### src/core_cfg.svh
`ifndef CORE_CFG_SVH
`define CORE_CFG_SVH

// datapath width
`define CORE_XLEN 32

// instruction queue entries, also the credits upstream starts with
`define CORE_IQ_DEPTH 4

`define CORE_WB_CREDITS 2   // records allowed in flight downstream
`define CORE_DMEM_WORDS 16  // word index comes from address bits 5..2
`define CORE_NREGS 32

`endif
### src/core_pkg.sv
`default_nettype none

package core_pkg;

  // main opcodes, stores are matched by the 101xxx pattern instead
  typedef enum logic [5:0] {
    op_rtype = 6'b000000,
    op_addi  = 6'b001000,
    op_addiu = 6'b001001,
    op_slti  = 6'b001010,
    op_sltiu = 6'b001011,
    op_andi  = 6'b001100,
    op_ori   = 6'b001101,
    op_xori  = 6'b001110,
    op_lui   = 6'b001111,
    op_lw    = 6'b100011,
    op_lbu   = 6'b100100,
    op_lhu   = 6'b100101
  } opcode_e;

  typedef enum logic [5:0] {
    fn_add  = 6'b100000,
    fn_addu = 6'b100001,
    fn_sub  = 6'b100010,
    fn_subu = 6'b100011,
    fn_and  = 6'b100100,
    fn_or   = 6'b100101,
    fn_xor  = 6'b100110,
    fn_nor  = 6'b100111,
    fn_slt  = 6'b101010,
    fn_sltu = 6'b101011
  } funct_e;

  typedef enum logic [3:0] {
    alu_add, alu_sub, alu_and, alu_or, alu_xor,
    alu_nor, alu_slt, alu_sltu, alu_lui
  } alu_op_e;

  // zero-extended slices only, no signed sub-word loads
  typedef enum logic [1:0] {
    ld_word   = 2'b00,
    ld_half_u = 2'b01,
    ld_byte_u = 2'b10
  } load_kind_e;

endpackage

`default_nettype wire

### src/core_top.sv
`default_nettype none

module core_top (
  input  logic        i_clk,
  input  logic        i_reset,
  input  logic        i_instr_valid,
  input  logic [31:0] i_instr,
  output logic        o_instr_credit,
  input  logic        i_wb_credit,
  output logic        o_wb_valid,
  output logic        o_wb_write,
  output logic [4:0]  o_wb_dest,
  output logic [31:0] o_wb_data,
  output logic        o_wb_ovf
);

  import core_pkg::*;

  logic        q_valid, q_pop, issue_ok;
  logic [31:0] q_instr;
  logic        regdst, regwrite, alusrc, memread;
  logic        memwrite, memtoreg, ovf_check, sign_ext;
  alu_op_e     alu_op;
  load_kind_e  load_kind;
  logic        ex_valid, ex_write, ex_ovf;
  logic [4:0]  ex_dest;
  logic [31:0] ex_data;

  instr_queue u_iq (
    .i_clk(i_clk), .i_reset(i_reset), .i_instr_valid(i_instr_valid), .i_instr(i_instr),
    .i_pop(q_pop), .o_valid(q_valid), .o_instr(q_instr), .o_credit(o_instr_credit)
  );

  decode_control u_dec ( // purely combinational on the queue head
    .i_instr(q_instr), .o_regdst(regdst), .o_regwrite(regwrite), .o_alusrc(alusrc),
    .o_memread(memread), .o_memwrite(memwrite), .o_memtoreg(memtoreg),
    .o_ovf_check(ovf_check), .o_sign_ext(sign_ext), .o_alu_op(alu_op),
    .o_load_kind(load_kind)
  );

  exec_unit u_ex (
    .i_clk(i_clk), .i_reset(i_reset), .i_q_valid(q_valid), .i_issue_ok(issue_ok),
    .i_instr(q_instr), .i_regdst(regdst), .i_regwrite(regwrite), .i_alusrc(alusrc),
    .i_memread(memread), .i_memwrite(memwrite), .i_memtoreg(memtoreg),
    .i_ovf_check(ovf_check), .i_sign_ext(sign_ext), .i_alu_op(alu_op),
    .i_load_kind(load_kind), .o_pop(q_pop), .o_valid(ex_valid), .o_write(ex_write),
    .o_dest(ex_dest), .o_data(ex_data), .o_ovf(ex_ovf)
  );

  wb_issue u_wb (
    .i_clk(i_clk), .i_reset(i_reset), .i_ex_valid(ex_valid), .i_ex_write(ex_write),
    .i_ex_dest(ex_dest), .i_ex_data(ex_data), .i_ex_ovf(ex_ovf), .i_wb_credit(i_wb_credit),
    .o_issue_ok(issue_ok), .o_wb_valid(o_wb_valid), .o_wb_write(o_wb_write),
    .o_wb_dest(o_wb_dest), .o_wb_data(o_wb_data), .o_wb_ovf(o_wb_ovf)
  );

endmodule

`default_nettype wire

### src/wb_issue.sv
`default_nettype none

module wb_issue (
  input  logic        i_clk,
  input  logic        i_reset,
  input  logic        i_ex_valid,
  input  logic        i_ex_write,
  input  logic [4:0]  i_ex_dest,
  input  logic [31:0] i_ex_data,
  input  logic        i_ex_ovf,
  input  logic        i_wb_credit,
  output logic        o_issue_ok,
  output logic        o_wb_valid,
  output logic        o_wb_write,
  output logic [4:0]  o_wb_dest,
  output logic [31:0] o_wb_data,
  output logic        o_wb_ovf
);

`include "core_cfg.svh"

  localparam int CW = $clog2(`CORE_WB_CREDITS + 1);

  logic [CW-1:0] credit_cnt;

  // a result sitting in exec already owns a credit not yet taken from the count
  assign o_issue_ok = (credit_cnt > CW'(i_ex_valid));

  always_ff @(posedge i_clk) begin
    if (i_reset) begin
      credit_cnt <= CW'(`CORE_WB_CREDITS);
      o_wb_valid <= 1'b0;
    end else begin
      credit_cnt <= credit_cnt - CW'(i_ex_valid) + CW'(i_wb_credit); // both may hit at once
      o_wb_valid <= i_ex_valid;                                       // one cycle per record
    end
  end

  always_ff @(posedge i_clk) begin
    if (i_ex_valid) begin
      o_wb_write <= i_ex_write;
      o_wb_dest  <= i_ex_dest;
      o_wb_data  <= i_ex_data;
      o_wb_ovf   <= i_ex_ovf;
    end
  end

endmodule

`default_nettype wire

### src/exec_unit.sv
`default_nettype none

module exec_unit (
  input  logic                 i_clk,
  input  logic                 i_reset,
  input  logic                 i_q_valid,
  input  logic                 i_issue_ok,
  input  logic [31:0]          i_instr,
  input  logic                 i_regdst,
  input  logic                 i_regwrite,
  input  logic                 i_alusrc,
  input  logic                 i_memread,
  input  logic                 i_memwrite,
  input  logic                 i_memtoreg,
  input  logic                 i_ovf_check,
  input  logic                 i_sign_ext,
  input  core_pkg::alu_op_e    i_alu_op,
  input  core_pkg::load_kind_e i_load_kind,
  output logic                 o_pop,
  output logic                 o_valid,
  output logic                 o_write,
  output logic [4:0]           o_dest,
  output logic [31:0]          o_data,
  output logic                 o_ovf
);

  import core_pkg::*;

`include "core_cfg.svh"

  localparam int XLEN = `CORE_XLEN;
  localparam int MAW = $clog2(`CORE_DMEM_WORDS);

  logic [XLEN-1:0] regs [`CORE_NREGS];
  logic [XLEN-1:0] dmem [`CORE_DMEM_WORDS];
  logic [4:0]      rs, rt, rd, dest;
  logic [XLEN-1:0] op_a, op_b, rt_val, imm_ext;
  logic [XLEN-1:0] sum, diff, alu_res;
  logic [XLEN-1:0] mem_word, load_data, wb_val;
  logic [MAW-1:0]  mem_idx;
  logic            ovf, issue, do_write;

  assign rs   = i_instr[25:21];
  assign rt   = i_instr[20:16];
  assign rd   = i_instr[15:11];
  assign dest = i_regdst ? rd : rt;

  assign op_a    = (rs == 5'd0) ? '0 : regs[rs]; // r0 hardwired to zero
  assign rt_val  = (rt == 5'd0) ? '0 : regs[rt];
  assign imm_ext = i_sign_ext ? {{16{i_instr[15]}}, i_instr[15:0]} : {16'b0, i_instr[15:0]};
  assign op_b    = i_alusrc ? imm_ext : rt_val;

  assign sum  = op_a + op_b;
  assign diff = op_a - op_b;

  always_comb begin
    case (i_alu_op)
      alu_add:  alu_res = sum;
      alu_sub:  alu_res = diff;
      alu_and:  alu_res = op_a & op_b;
      alu_or:   alu_res = op_a | op_b;
      alu_xor:  alu_res = op_a ^ op_b;
      alu_nor:  alu_res = ~(op_a | op_b);
      alu_slt:  alu_res = XLEN'($signed(op_a) < $signed(op_b));
      alu_sltu: alu_res = XLEN'(op_a < op_b);
      alu_lui:  alu_res = {i_instr[15:0], 16'b0};
      default:  alu_res = '0;
    endcase
  end

  // same-sign operands giving an opposite-sign result
  always_comb begin
    ovf = 1'b0;
    if (i_ovf_check) begin
      if (i_alu_op == alu_sub) ovf = (op_a[XLEN-1] != op_b[XLEN-1]) && (diff[XLEN-1] != op_a[XLEN-1]);
      else ovf = (op_a[XLEN-1] == op_b[XLEN-1]) && (sum[XLEN-1] != op_a[XLEN-1]);
    end
  end

  assign mem_idx  = alu_res[MAW+1:2]; // word index, low two bits pick the lane
  assign mem_word = dmem[mem_idx];

  always_comb begin
    case (i_load_kind)
      ld_byte_u: load_data = XLEN'(mem_word[{alu_res[1:0], 3'b000} +: 8]);
      ld_half_u: load_data = XLEN'(mem_word[{alu_res[1], 4'b0000} +: 16]);
      default:   load_data = mem_word;
    endcase
    if (!i_memread) load_data = '0;
  end

  assign wb_val   = i_memtoreg ? load_data : alu_res;
  assign do_write = i_regwrite && !ovf; // overflow drops the write
  assign issue    = i_q_valid && i_issue_ok;
  assign o_pop    = issue;

  // state updates land at the issue edge so the next issue sees them
  always_ff @(posedge i_clk) begin
    if (i_reset) begin
      for (int i = 0; i < `CORE_NREGS; i++) regs[i] <= '0;
      for (int j = 0; j < `CORE_DMEM_WORDS; j++) dmem[j] <= '0;
      o_valid <= 1'b0;
    end else begin
      o_valid <= issue;
      if (issue && do_write && dest != 5'd0) regs[dest] <= wb_val;
      if (issue && i_memwrite) dmem[mem_idx] <= rt_val;
    end
  end

  always_ff @(posedge i_clk) begin
    if (issue) begin
      o_write <= do_write;
      o_dest  <= dest;
      o_ovf   <= ovf;
      // stores report their address, unsupported ops report zero
      if (i_regwrite) o_data <= wb_val;
      else if (i_memwrite) o_data <= alu_res;
      else o_data <= '0;
    end
  end

endmodule

`default_nettype wire

### src/decode_control.sv
`default_nettype none

module decode_control (
  input  logic [31:0]          i_instr,
  output logic                 o_regdst,    // 1: dest is rd, 0: dest is rt
  output logic                 o_regwrite,
  output logic                 o_alusrc,    // 1: operand b is the immediate
  output logic                 o_memread,
  output logic                 o_memwrite,
  output logic                 o_memtoreg,  // write back memory data
  output logic                 o_ovf_check, // trap-free signed overflow detect
  output logic                 o_sign_ext,
  output core_pkg::alu_op_e    o_alu_op,
  output core_pkg::load_kind_e o_load_kind
);

  import core_pkg::*;

  logic [5:0] opcode;
  logic [5:0] funct;

  assign opcode = i_instr[31:26];
  assign funct  = i_instr[5:0];

  always_comb begin
    // everything off, so unknown opcodes do nothing
    o_regdst    = 1'b0;
    o_regwrite  = 1'b0;
    o_alusrc    = 1'b0;
    o_memread   = 1'b0;
    o_memwrite  = 1'b0;
    o_memtoreg  = 1'b0;
    o_ovf_check = 1'b0;
    o_sign_ext  = 1'b0;
    o_alu_op    = alu_add;
    o_load_kind = ld_word;

    casez (opcode)
      op_rtype: begin
        o_regdst   = 1'b1;
        o_regwrite = 1'b1;
        case (funct)
          fn_add: begin
            o_alu_op    = alu_add;
            o_ovf_check = 1'b1;
          end
          fn_addu: o_alu_op = alu_add;
          fn_sub: begin
            o_alu_op    = alu_sub;
            o_ovf_check = 1'b1;
          end
          fn_subu: o_alu_op = alu_sub;
          fn_and:  o_alu_op = alu_and;
          fn_or:   o_alu_op = alu_or;
          fn_xor:  o_alu_op = alu_xor;
          fn_nor:  o_alu_op = alu_nor;
          fn_slt:  o_alu_op = alu_slt;
          fn_sltu: o_alu_op = alu_sltu;
          default: begin             // unknown funct, treat as unsupported
            o_regdst   = 1'b0;
            o_regwrite = 1'b0;
          end
        endcase
      end
      op_addi: begin
        o_regwrite  = 1'b1;
        o_alusrc    = 1'b1;
        o_sign_ext  = 1'b1;
        o_ovf_check = 1'b1;
      end
      op_addiu, op_slti, op_sltiu: begin
        o_regwrite = 1'b1;
        o_alusrc   = 1'b1;
        o_sign_ext = 1'b1;           // sltiu still sign extends, then compares unsigned
        if (opcode == op_slti) o_alu_op = alu_slt;
        if (opcode == op_sltiu) o_alu_op = alu_sltu;
      end
      op_andi, op_ori, op_xori, op_lui: begin
        o_regwrite = 1'b1;
        o_alusrc   = 1'b1;           // zero-extended immediate
        case (opcode)
          op_andi: o_alu_op = alu_and;
          op_ori:  o_alu_op = alu_or;
          op_xori: o_alu_op = alu_xor;
          default: o_alu_op = alu_lui;
        endcase
      end
      op_lw, op_lbu, op_lhu: begin
        o_regwrite = 1'b1;
        o_alusrc   = 1'b1;
        o_memread  = 1'b1;
        o_memtoreg = 1'b1;
        o_sign_ext = 1'b1;           // base + signed offset
        if (opcode == op_lbu) o_load_kind = ld_byte_u;
        if (opcode == op_lhu) o_load_kind = ld_half_u;
      end
      6'b101???: begin               // any store is a word store
        o_alusrc   = 1'b1;
        o_memwrite = 1'b1;
        o_sign_ext = 1'b1;
      end
      default: ;
    endcase
  end

endmodule

`default_nettype wire

### src/instr_queue.sv
`default_nettype none

module instr_queue (
  input  logic        i_clk,
  input  logic        i_reset,
  input  logic        i_instr_valid,
  input  logic [31:0] i_instr,
  input  logic        i_pop,
  output logic        o_valid,
  output logic [31:0] o_instr,
  output logic        o_credit
);

`include "core_cfg.svh"

  localparam int DEPTH = `CORE_IQ_DEPTH;
  localparam int AW = $clog2(DEPTH);
  localparam int CW = $clog2(DEPTH + 1);

  logic [31:0]   mem [DEPTH];
  logic [AW-1:0] wr_ptr;
  logic [AW-1:0] rd_ptr;
  logic [CW-1:0] count;
  logic          full;
  logic          push;
  logic          pop;

  assign full = (count == CW'(DEPTH));
  assign push = i_instr_valid && !full; // credits keep upstream off a full queue
  assign pop  = i_pop && o_valid;

  assign o_valid = (count != '0);
  assign o_instr = mem[rd_ptr];         // head entry shown combinationally

  // entry storage
  always_ff @(posedge i_clk) begin
    if (push) begin
      mem[wr_ptr] <= i_instr;
    end
  end

  always_ff @(posedge i_clk) begin
    if (i_reset) begin
      wr_ptr   <= '0;
      rd_ptr   <= '0;
      count    <= '0;
      o_credit <= 1'b0;
    end else begin
      if (push) begin
        wr_ptr <= (wr_ptr == AW'(DEPTH - 1)) ? '0 : wr_ptr + 1'b1;
      end
      if (pop) begin
        rd_ptr <= (rd_ptr == AW'(DEPTH - 1)) ? '0 : rd_ptr + 1'b1;
      end
      count    <= count + CW'(push) - CW'(pop);
      o_credit <= pop;                  // one credit back per freed entry
    end
  end

endmodule

`default_nettype wire

### config.mk
export PLATFORM = sky130hd
export DESIGN_NAME = core_top
export DESIGN_NICKNAME = d
export VERILOG_FILES = /design/src/core_pkg.sv /design/src/core_top.sv /design/src/wb_issue.sv /design/src/exec_unit.sv /design/src/decode_control.sv /design/src/instr_queue.sv
export VERILOG_INCLUDE_DIRS = /design/src /design/src/src
export SDC_FILE = /design/constraint.sdc
export NUM_CORES = 2
export LEC_CHECK = 0
export BUFFER_PORTS_ARGS = -buffer_cell sky130_fd_sc_hd__buf_4
export CORE_ASPECT_RATIO = 0.7
export CORE_MARGIN = 2
export CORE_UTILIZATION = 58
export DETAILED_ROUTE_END_ITERATION = 12
export PLACE_DENSITY = 0.87
export SETUP_SLACK_MARGIN = 0.15
export SYNTH_ARGS = -nofsm -noshare
export SYNTH_HDL_FRONTEND = slang
export SYNTH_HIERARCHICAL = 1
export SYNTH_SLANG_ARGS = --single-unit
### constraint.sdc
create_clock -name i_clk -period 8.32 [get_ports i_clk]
set_clock_uncertainty 0.1 [all_clocks]
set_input_delay 1.248 -clock i_clk [delete_from_list [all_inputs] [get_ports i_clk]]
set_output_delay 1.248 -clock i_clk [all_outputs]
set_load 0.01 [all_outputs]
# After elaboration in Yosys (flattened, before gate mapping)
# Memories as Yosys holds them, arrays and structs flattened. A register that Yosys moved wholly into a read port is not among the register bits.
# Cells that the tools add are included.
# totals
ff_bits,90
mem_bits_rw,1664
in_bits,36
output_inout_bits,41
memories,3
# memory_table
memory,depth,width,read_ports,rd_ports_with_merged_regs,wr,line,rtl
u_ex.regs,32,32,2,0,32,exec_unit.sv:34,logic [XLEN-1:0] regs [`CORE_NREGS];
u_ex.dmem,16,32,1,0,16,exec_unit.sv:35,logic [XLEN-1:0] dmem [`CORE_DMEM_WORDS];
u_iq.mem,4,32,1,1,1,instr_queue.sv:20,logic [31:0] mem [DEPTH];
# classes
n_addsub,8
n_lt_le_gt_ge,3
n_eq_ne,39
shift,2
n_mux,49
bitwise,4
reduce_logical,28
# ops
operator,count
two-way mux 32 bit,9
one-hot mux 32 bit (9 select lines),1
equality test 6 bit (second input constant),13
< comparator 32 bit,2
one-hot mux 32 bit (2 select lines),1
OR reduction 32 bit,2
equality test 6 x 4 -> 1 bit (second input constant),8
adder 32 bit,1
AND 32 bit,1
NOT 32 bit,1
OR 32 bit,1
variable part select 32 x 6 -> 16 bit,1
variable part select 32 x 6 -> 8 bit,1
subtractor 32 bit,1
bitwise XOR 32 bit,1
one-hot mux 4 bit (3 select lines),2
two-way mux 1 bit,21
one-hot mux 3 bit (7 select lines),1
equality test 4 x 3 -> 1 bit (second input constant),4
two-way mux 2 bit,7
OR reduction 12 bit,1
OR reduction 11 bit,1
logical NOT 5 bit,2
two-way mux 5 bit,2
other kinds (28),48

# Logic depth before layout (Yosys ltp)
# depth
depth_word,19
ltp_mapped,33

# Hierarchy
# The synthesis kept the hierarchy.
# by_module_without_submodules
module,instances,cells_per_inst,area_each_um2,seq_area_each_um2
exec_unit,1,6404,83775.3,47315.4
instr_queue,1,218,5122.4,4043.9
wb_issue,1,52,1325.0,1231.2
decode_control,1,47,285.3,0.0

# Worst setup path before layout
# No wires, ideal clock.
# synth_path
path_type,register to register
from,register (tool-made name)
to,memory u_ex/regs[18][0] in the netlist's numbering (enable)
setup_time_ps,394
t_arrival_ps,7314
setup_slack_ps,512
path_stages_with_launch,25
period_less_slack_ps,7808
cell_sequence,dfxtp_1 > buf_1 > mux4_2 > buf_2 > buf_4 > buf_2 > buf_1 > buf_2 > mux4_2 > mux2_2 > a221oi_1 > nor3_1 > ha_1 > buf_4 > a21oi_1 > nor3_1 > a211oi_1 > o211ai_1 > and4_1 > o31a_1 > xnor2_1 > a211oi_2 > buf_4 > nand3_2 > nand2b_1
# synth_rtl
item,line
"end, declared",exec_unit.sv:34

==> qor.csv <==
metric;value;unit
Post-synth EDFFs;1742;
Vias/cell;7.473;
CP Capture Type;flip-flop;
Synth cell types;109;
Antenna Nets Post-Route;0;
Max Buffers Root-to-Sink;3;
Seq/Total Area, Yosys;0.5811;
sequential cell area;0.05259;mm^2
# hold bufs at CTS;0;
Hold Path Class;flip-flop to flip-flop;
area of the multi-input gates;0.03538;mm^2
CP startpoint kind;flip-flop;
Vias;68307;
CP max FO;38;
TritonRoute pass-1 iters;9;
final std cells w/o fill;9140;
Max Slew Vio Count;0;
crit-path cells;buf_4, mux4_4, buf_6, buf_6, mux2_2, a221oi_1, nor3_1, buf_4, ha_1, buf_4, and3b_1, o31ai_1, a21o_1, o221ai_2, buf_4, and4_1, a2111oi_0, buf_4, mux2i_1, o211ai_1, a221oi_1, o22a_1, buf_12, nor2_1;
total congestion overflow;0;
Post-DP Area;0.09741;mm^2
Synth area leader;edfxtp_1;
Reg clk slew, reported paths;0.06;ns
Area Growth Syn to Fin;13.64;%
Min Clock Period, post-route;8.227;ns
slowest stage cell, crit path;a221oi_1;
Cells after DPL;8835;
hpwl dp;214000;um
CTS Buf Count;165;
# DRC;0;
Arr. time, crit path;8.69;ns
final instance area;0.1029;mm^2
CTS root buffer;clkbuf_16;
Row Count;121;
WL per Instance;36.11;um
die area;0.1593;mm^2
Worst Max-Slew Pin Slew;1.442;ns
setup TNS;0;ns
run status;finished with violations;
most frequent cells in the layout;1742 x edfxtp_1, 1641 x nor2_1, 573 x mux4_2, 442 x buf_4, 424 x mux2i_1;
Max stage delay on crit path;0.63;ns
layout cells sized above 1;0.2413;
dominant cells by area after synthesis;edfxtp_1 58%, mux4_2 14%, nor2_1 6.8%;
DRT iter0 DRCs;14497;
Crit Path Class;flip-flop to flip-flop;
CTS tree;yes;
Required @ worst endpoint;8.79;ns
gate count of the mapped netlist;6721;
die height;334.5;um
crit share post-route;0.9889;
first-pass GRT wire length;464300;um
final setup fails;0;
CTS sink cnt;1756;
failing checks;capacitance limit;
RD Place Congestion;1.088;
Mapped Area;0.09051;mm^2
Max Cap Viol;1;
Total GRT Usage;0.4079;
Fill cells;10192;
vias in the first global route;66134;
largest net degree at the start of global routing;70;
most used cell, CP;buf_4;
FFs w/ async S/R, synth;0;
Initial Util;0.5832;
post-synth top area share;0.5780;
WL final;330100;um
CTS H-tree lvls;4;
final hold vios;0;
max_slew headroom;0.01377;
initial antenna violation count;11;
Skew-Pair Late Insertion Delay;0.87;ns
fmax;0.1215;GHz
die extent in x;476.2;um
nets;7064;
RSZ-0062 raised after global routing;false;
I/O pin count;77;
Mapped Avg Cell Area;13.47;um^2
final core area utilization;0.6628;
Synth Flop Type;edfxtp_1;
most common cell after layout, fill and taps aside;edfxtp_1;
Seq cells post-synth;1756;
yosys warns;6;
Std-Cell Core Area;0.1552;mm^2
port bufs;76;
==> critical path, delay by kind of cell, from the launching register on <==
kind	cells	cell delay, ns
flip-flops	1	0.39
buffers and inverters	8	2.46
AO/OA/AOI/OAI	8	2.79
multiplexers	3	1.00
AND/OR/NAND/NOR	4	0.68
adder cells (fa/ha/maj)	1	0.37
==> per-layer routing <==
layer | global-route usage | wire (um) | up-vias
met4 | 0.2048 | 20720 | 22
met2 | 0.5551 | 133500 | 8026
met5 | 0 | 163 | -
met1 | 0.5471 | 107700 | 32922
li1 | - | - | 25778
met3 | 0.1940 | 67980 | 1559
==> per-stage QoR <==
step	worst slack, ns	hold WS [ns]
5_1_grt	0.1394	0.3196
3_5_place_dp	0.4154	0.3045
3_3_place_gp	0.3021	0.3007
2_1_floorplan	0.5116	0.3003
6_report	0.09253	0.3123
4_1_cts	0.2944	0.3178
==> kinds of logic (layout without fill, tap and decap cells) <==
logic type	Yosys count	in the layout	share of synthesized area
AND/OR/NAND/NOR	2264	2264	0.1054
flip-flops	1756	1756	0.5811
multiplexers	1118	1120	0.2053
buffers and inverters	734	1025	0.03475
AO/OA/AOI/OAI	726	726	0.05667
adder cells (fa/ha/maj)	112	112	0.01573
XOR/XNOR	10	10	0.001120
other	1	36	0.00004143
==> sequential cells by signal (all words and copies together), names as in the netlist, 2 cells and up, named ones only <==
register and count:
u_ex/o_dest 5, u_wb/o_wb_data 32, u_iq/rd_ptr 2, u_ex/dmem 512
u_ex/o_data 32, u_iq/count 3, u_wb/o_wb_dest 5, u_iq/mem 128
u_ex/regs 1024, u_iq/wr_ptr 2, u_wb/credit_cnt 2
==> path summary, 6_finish.rpt <==
check,start,to,slack [ns],cells past startpoint
worst max-delay path,flip-flop,u_ex/regs[18][15],0.09,24
worst min-delay path,u_ex/o_dest[3],u_wb/o_wb_dest[3],0.31,0
worst max register to register,flip-flop,u_ex/regs[18][15],0.09,24
worst min register to register,u_ex/o_dest[3],u_wb/o_wb_dest[3],0.31,0
==> cell type report <==
cell class | instances | area share
Timing Repair Buffer | 607 | 0.06369
Antenna cell | 4 | 0.00009732
Inverter | 122 | 0.004452
Sequential cell | 1756 | 0.5113
Clock inverter | 95 | 0.008698
Multi-Input combinational cell | 4264 | 0.3440
Tap cell | 2091 | 0.02544
Clock buffer | 201 | 0.04227
==> synthesized netlist by cell type (31+ instances only) <==
library cell and n:
buf_1 65, nor3_1 64, nand2_1 244, mux2i_1 425, mux4_2 579, buf_4 35, ha_1 109, a21oi_1 163
nand2b_1 69, o221ai_1 31, mux2_2 113, clkbuf_1 380, o21ai_0 88, buf_2 117, o22ai_1 57, nor2_1 1642
edfxtp_1 1742, inv_1 118, nand3_1 55, o21a_1 47, a221oi_1 45
==> repair_timing <==
| action | in CTS | in global routing |
|---|---|---|
| setup endpoints to repair | 0 | 949 |
| resized for setup | 0 | 21 |
| setup buffers | 0 | 3 |
Power is not shown: default switching activity piles up to over one toggle a cycle in this logic, so the estimate is an artifact.
